--- src/hw/hdc_pkg.sv ---
`default_nettype none

package hdc_pkg;

    // ==================================================
    // sizes
    // ==================================================
    localparam int word_w   = 32;
    localparam int hv_words = 8;
    localparam int hv_dim   = hv_words * word_w;
    localparam int beat_w   = 64;
    localparam int hv_beats = hv_dim / beat_w;
    localparam int strb_w   = beat_w / 8;
    localparam int item_w   = 16;
    localparam int addr_w   = 12;
    localparam int slot_w   = $clog2(hv_words);
    localparam int beat_sel_w = $clog2(hv_beats);

    // register map, byte offsets
    localparam logic [addr_w-1:0] reg_ctrl = 12'h000;
    localparam logic [addr_w-1:0] reg_item = 12'h004;
    localparam logic [1:0]        resp_okay = 2'b00;

    // axi-lite slave states, one-hot on the read side
    localparam logic [3:0] st_idle  = 4'b0000;
    localparam logic [3:0] st_addr  = 4'b0001;
    localparam logic [3:0] st_wdata = 4'b0010;
    localparam logic [3:0] st_resp  = 4'b0011;
    localparam logic [3:0] st_rd1   = 4'b0100;
    localparam logic [3:0] st_rd2   = 4'b1000;

    // xorshift32 start value and shifts
    localparam logic [word_w-1:0] xs_seed = 32'h2545_F491;
    localparam int xs_shl_a = 13;
    localparam int xs_shr   = 17;
    localparam int xs_shl_b = 5;

    // one hypervector, word 0 and beat 0 at the low end
    typedef union packed {
        logic [hv_words-1:0][word_w-1:0] words;
        logic [hv_beats-1:0][beat_w-1:0] beats;
    } hv_t;

endpackage

`default_nettype wire

--- src/hw/axil_regs.sv ---
`default_nettype none

module axil_regs (
    input  logic                           AXIS_ACLK,
    input  logic                           S_AXI_ARESETN,
    input  logic [31:0]                    s_axi_awaddr,
    input  logic                           s_axi_awvalid,
    output logic                           s_axi_awready,
    input  logic [hdc_pkg::word_w-1:0]     s_axi_wdata,
    input  logic [hdc_pkg::word_w/8-1:0]   s_axi_wstrb,
    input  logic                           s_axi_wvalid,
    output logic                           s_axi_wready,
    output logic [1:0]                     s_axi_bresp,
    output logic                           s_axi_bvalid,
    input  logic                           s_axi_bready,
    input  logic [31:0]                    s_axi_araddr,
    input  logic                           s_axi_arvalid,
    output logic                           s_axi_arready,
    output logic [hdc_pkg::word_w-1:0]     s_axi_rdata,
    output logic [1:0]                     s_axi_rresp,
    output logic                           s_axi_rvalid,
    input  logic                           s_axi_rready,
    input  logic                           item_done,
    output logic                           run,
    output logic                           gen,
    output logic [hdc_pkg::item_w-1:0]     item_num
);
    import hdc_pkg::*;

    logic [3:0]          state;
    logic [addr_w-1:2]   wr_addr;
    logic [addr_w-1:2]   rd_addr;
    logic [word_w-1:0]   wr_data;
    logic [word_w/8-1:0] wr_strb;
    logic                reg_we;
    logic                ctrl_we;
    logic                reg_re;

    // ==================================================
    // handshake
    // ==================================================
    assign s_axi_awready = (state == st_idle) || (state == st_wdata);
    assign s_axi_wready  = (state == st_idle) || (state == st_addr);
    // a read only goes in when no write is offered
    assign s_axi_arready = (state == st_idle) && !s_axi_awvalid && !s_axi_wvalid;
    assign s_axi_bvalid  = (state == st_resp);
    assign s_axi_rvalid  = (state == st_rd2);
    assign s_axi_bresp   = resp_okay;
    assign s_axi_rresp   = resp_okay;

    always_ff @(posedge AXIS_ACLK) begin
        if (!S_AXI_ARESETN) begin
            state <= st_idle;
        end else begin
            case (state)
                st_idle: begin
                    if (s_axi_awvalid && s_axi_wvalid) begin
                        state <= st_resp;
                    end else if (s_axi_awvalid) begin
                        state <= st_addr;
                    end else if (s_axi_wvalid) begin
                        state <= st_wdata;
                    end else if (s_axi_arvalid) begin
                        state <= st_rd1;
                    end
                end
                // waiting on the other write phase
                st_addr:  if (s_axi_wvalid) state <= st_resp;
                st_wdata: if (s_axi_awvalid) state <= st_resp;
                st_resp:  if (s_axi_bready) state <= st_idle;
                // rdata is loaded here
                st_rd1:   state <= st_rd2;
                st_rd2:   if (s_axi_rready) state <= st_idle;
                default:  state <= st_idle;
            endcase
        end
    end

    // address and data latches
    always_ff @(posedge AXIS_ACLK) begin
        if (s_axi_awvalid && s_axi_awready) begin
            wr_addr <= s_axi_awaddr[addr_w-1:2];
        end
        if (s_axi_wvalid && s_axi_wready) begin
            wr_data <= s_axi_wdata;
            wr_strb <= s_axi_wstrb;
        end
        if (s_axi_arvalid && s_axi_arready) begin
            rd_addr <= s_axi_araddr[addr_w-1:2];
        end
    end

    // ==================================================
    // registers
    // ==================================================
    // single write, on the response handshake
    assign reg_we  = (state == st_resp) && s_axi_bready;
    assign ctrl_we = reg_we && ({wr_addr, 2'b00} == reg_ctrl) && wr_strb[0];
    assign reg_re  = (state == st_rd1);

    always_ff @(posedge AXIS_ACLK) begin
        if (!S_AXI_ARESETN) begin
            run      <= 1'b0;
            gen      <= 1'b0;
            item_num <= '0;
        end else if (ctrl_we) begin
            // bus write beats item_done
            run <= wr_data[1];
            gen <= wr_data[0];
        end else begin
            if (reg_we && ({wr_addr, 2'b00} == reg_item)) begin
                if (wr_strb[0]) item_num[7:0] <= wr_data[7:0];
                if (wr_strb[1]) item_num[15:8] <= wr_data[15:8];
            end
            // generator found the item
            if (item_done) gen <= 1'b0;
        end
    end

    // read mux, unmapped reads zero
    always_ff @(posedge AXIS_ACLK) begin
        if (reg_re) begin
            case ({rd_addr, 2'b00})
                reg_ctrl: s_axi_rdata <= {{(word_w-2){1'b0}}, run, gen};
                reg_item: s_axi_rdata <= {{(word_w-item_w){1'b0}}, item_num};
                default:  s_axi_rdata <= '0;
            endcase
        end
    end

    // write and read responses never overlap
    assert property (@(posedge AXIS_ACLK) disable iff (!S_AXI_ARESETN)
        !(s_axi_bvalid && s_axi_rvalid));

endmodule

`default_nettype wire

--- src/hw/item_memory_gen.sv ---
`default_nettype none

module item_memory_gen (
    input  logic                       AXIS_ACLK,
    input  logic                       S_AXI_ARESETN,
    input  logic                       gen,
    input  logic [hdc_pkg::item_w-1:0] item_num,
    output hdc_pkg::hv_t               hv,
    output logic                       item_done
);
    import hdc_pkg::*;

    logic [word_w-1:0] xs_q;
    logic [word_w-1:0] xs_d;
    logic [slot_w-1:0] slot;
    logic [item_w-1:0] item_cnt;
    logic              item_full;
    logic              hit;
    hv_t               asm_q;

    // ==================================================
    // xorshift32
    // ==================================================
    always_comb begin
        xs_d = xs_q ^ (xs_q << xs_shl_a);
        xs_d = xs_d ^ (xs_d >> xs_shr);
        xs_d = xs_d ^ (xs_d << xs_shl_b);
    end

    // ==================================================
    // counters
    // ==================================================
    // everything parks at seed and zero while gen is low
    always_ff @(posedge AXIS_ACLK) begin
        if (!S_AXI_ARESETN || !gen) begin
            xs_q      <= xs_seed;
            slot      <= '0;
            item_cnt  <= '0;
            item_full <= 1'b0;
            item_done <= 1'b0;
        end else begin
            // one step per cycle
            xs_q      <= xs_d;
            item_full <= (slot == slot_w'(hv_words - 1));
            if (slot == slot_w'(hv_words - 1)) begin
                slot <= '0;
            end else begin
                slot <= slot + 1'b1;
            end
            // pulse follows the capture edge
            item_done <= hit;
            if (item_full) begin
                item_cnt <= item_cnt + 1'b1;
            end
        end
    end

    // asm_q holds item item_cnt in full while item_full is set
    assign hit = gen && item_full && (item_cnt == item_num);

    // word assembly
    always_ff @(posedge AXIS_ACLK) begin
        if (gen) begin
            asm_q.words[slot] <= xs_d;
        end
    end

    // capture, held until the next hit
    always_ff @(posedge AXIS_ACLK) begin
        if (hit) begin
            hv <= asm_q;
        end
    end

    // slot index stays inside the vector
    assert property (@(posedge AXIS_ACLK) disable iff (!S_AXI_ARESETN)
        gen |=> slot < hv_words);

endmodule

`default_nettype wire

--- src/hw/hv_streamer.sv ---
`default_nettype none

module hv_streamer (
    input  logic                       AXIS_ACLK,
    input  logic                       S_AXI_ARESETN,
    input  logic                       run,
    input  hdc_pkg::hv_t               hv,
    input  logic                       m_axis_tready,
    output logic                       m_axis_tvalid,
    output logic [hdc_pkg::beat_w-1:0] m_axis_tdata,
    output logic [hdc_pkg::strb_w-1:0] m_axis_tstrb,
    output logic                       m_axis_tlast
);
    import hdc_pkg::*;

    logic [beat_sel_w-1:0] beat;
    logic                  done;
    logic                  last_beat;

    assign last_beat = (beat == beat_sel_w'(hv_beats - 1));

    // one packet per run, then wait for run to drop
    always_ff @(posedge AXIS_ACLK) begin
        if (!S_AXI_ARESETN || !run) begin
            beat          <= '0;
            done          <= 1'b0;
            m_axis_tvalid <= 1'b0;
        end else if (!done) begin
            if (!m_axis_tvalid) begin
                m_axis_tvalid <= 1'b1;
            end else if (m_axis_tready) begin
                if (last_beat) begin
                    m_axis_tvalid <= 1'b0;
                    done          <= 1'b1;
                    beat          <= '0;
                end else begin
                    beat <= beat + 1'b1;
                end
            end
        end
    end

    // beat select through the beat view
    assign m_axis_tdata = hv.beats[beat];
    assign m_axis_tlast = m_axis_tvalid && last_beat;
    assign m_axis_tstrb = '1;

    // stalled beat holds, hv must not move under a packet
    assert property (@(posedge AXIS_ACLK) disable iff (!S_AXI_ARESETN)
        m_axis_tvalid && !m_axis_tready |=> m_axis_tvalid && $stable(m_axis_tdata));

endmodule

`default_nettype wire

--- src/hw/hdc_top.sv ---
`default_nettype none

module hdc_top (
    input  logic                         AXIS_ACLK,
    input  logic                         S_AXI_ARESETN,
    // axi4-lite slave
    input  logic [31:0]                  s_axi_awaddr,
    input  logic                         s_axi_awvalid,
    output logic                         s_axi_awready,
    input  logic [hdc_pkg::word_w-1:0]   s_axi_wdata,
    input  logic [hdc_pkg::word_w/8-1:0] s_axi_wstrb,
    input  logic                         s_axi_wvalid,
    output logic                         s_axi_wready,
    output logic [1:0]                   s_axi_bresp,
    output logic                         s_axi_bvalid,
    input  logic                         s_axi_bready,
    input  logic [31:0]                  s_axi_araddr,
    input  logic                         s_axi_arvalid,
    output logic                         s_axi_arready,
    output logic [hdc_pkg::word_w-1:0]   s_axi_rdata,
    output logic [1:0]                   s_axi_rresp,
    output logic                         s_axi_rvalid,
    input  logic                         s_axi_rready,
    // axis master
    output logic                         m_axis_tvalid,
    output logic [hdc_pkg::beat_w-1:0]   m_axis_tdata,
    output logic [hdc_pkg::strb_w-1:0]   m_axis_tstrb,
    output logic                         m_axis_tlast,
    input  logic                         m_axis_tready
);
    import hdc_pkg::*;

    logic              run;
    logic              gen;
    logic              item_done;
    logic [item_w-1:0] item_num;
    hv_t               hv;

    // ==================================================
    // register slave
    // ==================================================
    axil_regs u_regs (
        .AXIS_ACLK     (AXIS_ACLK),
        .S_AXI_ARESETN (S_AXI_ARESETN),
        .s_axi_awaddr  (s_axi_awaddr),
        .s_axi_awvalid (s_axi_awvalid),
        .s_axi_awready (s_axi_awready),
        .s_axi_wdata   (s_axi_wdata),
        .s_axi_wstrb   (s_axi_wstrb),
        .s_axi_wvalid  (s_axi_wvalid),
        .s_axi_wready  (s_axi_wready),
        .s_axi_bresp   (s_axi_bresp),
        .s_axi_bvalid  (s_axi_bvalid),
        .s_axi_bready  (s_axi_bready),
        .s_axi_araddr  (s_axi_araddr),
        .s_axi_arvalid (s_axi_arvalid),
        .s_axi_arready (s_axi_arready),
        .s_axi_rdata   (s_axi_rdata),
        .s_axi_rresp   (s_axi_rresp),
        .s_axi_rvalid  (s_axi_rvalid),
        .s_axi_rready  (s_axi_rready),
        .item_done     (item_done),
        .run           (run),
        .gen           (gen),
        .item_num      (item_num)
    );

    // item memory
    item_memory_gen u_gen (
        .AXIS_ACLK     (AXIS_ACLK),
        .S_AXI_ARESETN (S_AXI_ARESETN),
        .gen           (gen),
        .item_num      (item_num),
        .hv            (hv),
        .item_done     (item_done)
    );

    // stream out
    hv_streamer u_stream (
        .AXIS_ACLK     (AXIS_ACLK),
        .S_AXI_ARESETN (S_AXI_ARESETN),
        .run           (run),
        .hv            (hv),
        .m_axis_tready (m_axis_tready),
        .m_axis_tvalid (m_axis_tvalid),
        .m_axis_tdata  (m_axis_tdata),
        .m_axis_tstrb  (m_axis_tstrb),
        .m_axis_tlast  (m_axis_tlast)
    );

endmodule

`default_nettype wire

--- config.mk ---
export PLATFORM = sky130hd
export DESIGN_NAME = hdc_top
export DESIGN_NICKNAME = d
export VERILOG_FILES = /design/src/hw/hdc_pkg.sv /design/src/hw/axil_regs.sv /design/src/hw/item_memory_gen.sv /design/src/hw/hv_streamer.sv /design/src/hw/hdc_top.sv
export SDC_FILE = /design/constraint.sdc
export NUM_CORES = 1
export LEC_CHECK = 0
export BUFFER_PORTS_ARGS = -buffer_cell sky130_fd_sc_hd__buf_2
export CAP_MARGIN = 20
export CORE_MARGIN = 4
export CORE_UTILIZATION = 60
export CTS_BUF_LIST = sky130_fd_sc_hd__clkbuf_4 sky130_fd_sc_hd__clkbuf_8
export DETAILED_ROUTE_END_ITERATION = 8
export MAX_ROUTING_LAYER = met4
export PLACE_DENSITY = 0.77
export SLEW_MARGIN = 0
export SYNTH_ARGS = -nofsm -noshare
export SYNTH_HDL_FRONTEND = slang
export SYNTH_HIERARCHICAL = 1
export SYNTH_SLANG_ARGS = --single-unit
--- constraint.sdc ---
create_clock -name AXIS_ACLK -period 40.7 [get_ports AXIS_ACLK]
set_clock_uncertainty 0.1 [all_clocks]
set_input_delay 8.14 -clock AXIS_ACLK [delete_from_list [all_inputs] [get_ports AXIS_ACLK]]
set_output_delay 8.14 -clock AXIS_ACLK [all_outputs]
set_load 0.05 [all_outputs]
==> metrics.txt <==
status=finished, final reports clean; Mean Syn Cell Area=20.79 um^2; Slew HR=27.50%; Hold Buf Count CTS=0; Die ar.=0.04099 mm^2; setup_tns=0 ns; DP HPWL=22330 um; Critical Path Source Type=primary input; clk sinks=645; routed vias/inst=5.276; later-pin clock latency in the skew report=0.64 ns; met2 usage=31.05%; Die Y=202.5 um; mapped cell area=0.02269 mm^2; multi-input logic area=0.003855 mm^2; Die Wd=202.5 um; CP Class=in -> out; Final period util=42.37%; nets@finish=1419; TritonCTS clock tree=done; pwr dens=49.44 mW/mm^2; Final Wtd Congestion=0.7867; Max Slew Vio Count=0; Max Fclk=58.00 MHz; Clock Root Buffer=clkbuf_8; unique cell type count in the Yosys netlist=49; worst-case clock buffer depth=3; max-cap violation count=0; yosys warns=6; Post-Synthesis Cells=1091; first-pass GRT wire length=58930 um; # DRC=0; Post-CTS Resized=0; layout cells sized above 1=28.08%; synth-to-layout area growth=14.11%; met3 GRT Util=4.344%; Slew @ Worst Pin=1.088 ns; core area=0.03696 mm^2; VDD IR max=0.00002962 V; final setup vio count=0; Final Hold Fails=0; RSZ-0062 raised after global routing=no; gr ovfl total=0; storage element area=0.01858 mm^2; vias in the first global route=10430; leak pwr=8.512 nW; critical path fanouts, max=4; Tot GR Track Use=19.43%; clk slew on worst S/H paths=0.06 ns; ys async rst share=0%; total number of vias=9992; register area share after synthesis=81.89%; data arrival time of the critical path=9.00 ns; post-route ant nets=0; Most Crowded Layer GR=met2; Cell Rows=70; Worst Hold Class=reg -> reg; post-CTS setup buffers=0; largest net degree at the start of global routing=213; critical path capture point type=output pin; I/O Pins=223; number of buffers added on ports=132; initial antenna violation count=1; Yosys reg bits=645; wire per inst=19.99 um; fillers=2307; GRT met1 Usage=25.57%; Initial DRT Pass Iterations=5; EDFF count, synth=566; worst setup margin=23.46 ns; Num CTS Buffers=96; dpl ws=23.47 ns; WP data required=32.46 ns; crit path time final=17.24 ns; Synth Flop Type=edfxtp_1; htree depth=3; initial drt markers=798; WL final=37850 um; initial core utilization=61.38%
==> layout make-up <==
type / count / share of cell area (%)
antenna: 1 / 0.009666
clock buffer: 133 / 6.346
clock inverter: 47 / 1.373
inverter: 13 / 0.1885
multi-input combinational: 406 / 14.89
sequential: 645 / 71.78
tap: 504 / 2.436
timing repair buffer: 145 / 2.977
==> synthesized netlist by cell type, types with 2 or more instances <==
library cell    n  area (um^2)
a22oi_1         2        15.01
a211oi_1        2        15.01
nand4_1         5        31.28
nor3b_1         3        22.52
dfxtp_1        79         1582
buf_4          33        247.7
mux4_2         64         1441
and2_1         35        219.0
nor3_1         10        50.05
nor2b_1        18        112.6
xnor2_1        63        551.8
xnor2_2         2        32.53
nand2_1        15        56.30
edfxtp_1      566        17000
conb_1          2        7.510
or2_1           2        12.51
a31oi_1         2        12.51
clkbuf_1        8        30.03
nor4_1          6        37.54
xor2_1         25        219.0
ha_1            4        50.05
nand3_1         8        40.04
a21oi_1         5        25.02
o21ai_0         2        10.01
nand2b_1       18        112.6
nor2_1         42        157.7
and3_1          4        25.02
buf_2           6        30.03
nor4_2          2        25.02
inv_1          13        48.80
buf_6           6        67.56
mux2i_1        22        220.2
==> through the flow <==
step / instances / hold slack, ns / power [mW] / cell area, um^2 / util [%]
after floorplan: 1117 / 0.3003 / 0.7613 / 22780 / -
after global placement: 1713 / 0.3005 / 0.7645 / 23890 / 64.63
after detailed placement: 1713 / 0.3045 / 0.7655 / 23890 / 64.63
after CTS: 1893 / 0.3018 / 1.293 / 25890 / 70.04
after global routing: 1894 / 0.3170 / 1.331 / 25890 / 70.04
final: 1894 / 0.3040 / 1.280 / 25890 / 70.04
==> registers in the layout (all words and copies together) (netlist names), 3 cells and up <==
signal and flops:
u_regs/s_axi_rdata 16, u_gen/xs_q 32, u_regs/rd_addr 10, u_regs/wr_addr 10
u_regs/wr_data 16, u_gen/hv 256, u_gen/slot 3, u_regs/item_num 16
u_regs/state 4, u_gen/item_cnt 16, u_gen/asm_q 256
==> per-layer routing <==
| layer | up-vias | wire, um |
|---|---|---|
| met5 | - | 0 |
| met4 | 0 | 632 |
| met3 | 48 | 2264 |
| met2 | 294 | 19210 |
| met1 | 5036 | 15750 |
| li1 | 4614 | - |
==> cell usage in the layout (no fill, tap or decap), types with 3 or more instances in the layout <==
cell,Yosys,final
nand2_1,15,15
nand4_1,5,5
buf_2,6,132
xor2_1,25,25
inv_1,13,13
clkinv_1,0,22
nor4_1,6,6
nor3b_1,3,3
ha_1,4,4
nand2b_1,18,18
bufinv_16,0,5
clkinv_2,0,14
mux4_2,64,64
nor2_4,1,7
edfxtp_1,566,566
nor3_1,10,7
conb_1,2,28
and3_1,4,4
and2_1,35,35
mux2i_1,22,22
clkbuf_8,0,103
nor2_1,42,36
nand3_1,8,8
a21oi_1,5,5
clkbuf_4,0,30
dfxtp_1,79,77
buf_4,33,12
nor3_4,1,3
xnor2_1,63,63
nor2b_1,18,18
inv_6,0,3
==> logic make-up (layout without fill, tap and decap cells) <==
group | after synthesis | in the layout | share of synthesized area (%)
and+or+nand+nor | 179 | 179 | 4.555
adders and majority gates | 4 | 4 | 0.2206
AOI/OAI and AO/OA | 19 | 19 | 0.5680
DFF | 645 | 645 | 81.89
xor gates and xnor gates | 90 | 90 | 3.541
muxes | 86 | 86 | 7.324
buffers and inverters | 66 | 338 | 1.870
other | 2 | 29 | 0.03310
==> worst max-delay path, stage by stage <==
cell and delay, ns:
buf_2 0.12, nor4_1 0.40, buf_2 0.34
==> power breakdown <==
part	internal, mW	leakage, nW	total (mW)	switching [mW]
registers	0.718	5.89	0.723	0.00441
logic	0.00661	1.57	0.0291	0.0224
clock network	0.295	1.06	0.528	0.233
==> worst paths after layout <==
path | from | endpoint | slack [ns] | cells after the start
max | s_axi_awvalid | s_axi_arready | 23.46 | 3
min | u_gen/asm_q[51] | u_gen/hv[51] | 0.30 | 0
max reg2reg | u_gen/item_cnt[8] | u_gen/hv[174] | 37.17 | 6
min reg2reg | u_gen/asm_q[51] | u_gen/hv[51] | 0.30 | 0
No activity file was read; power rests on OpenSTA's default activity.
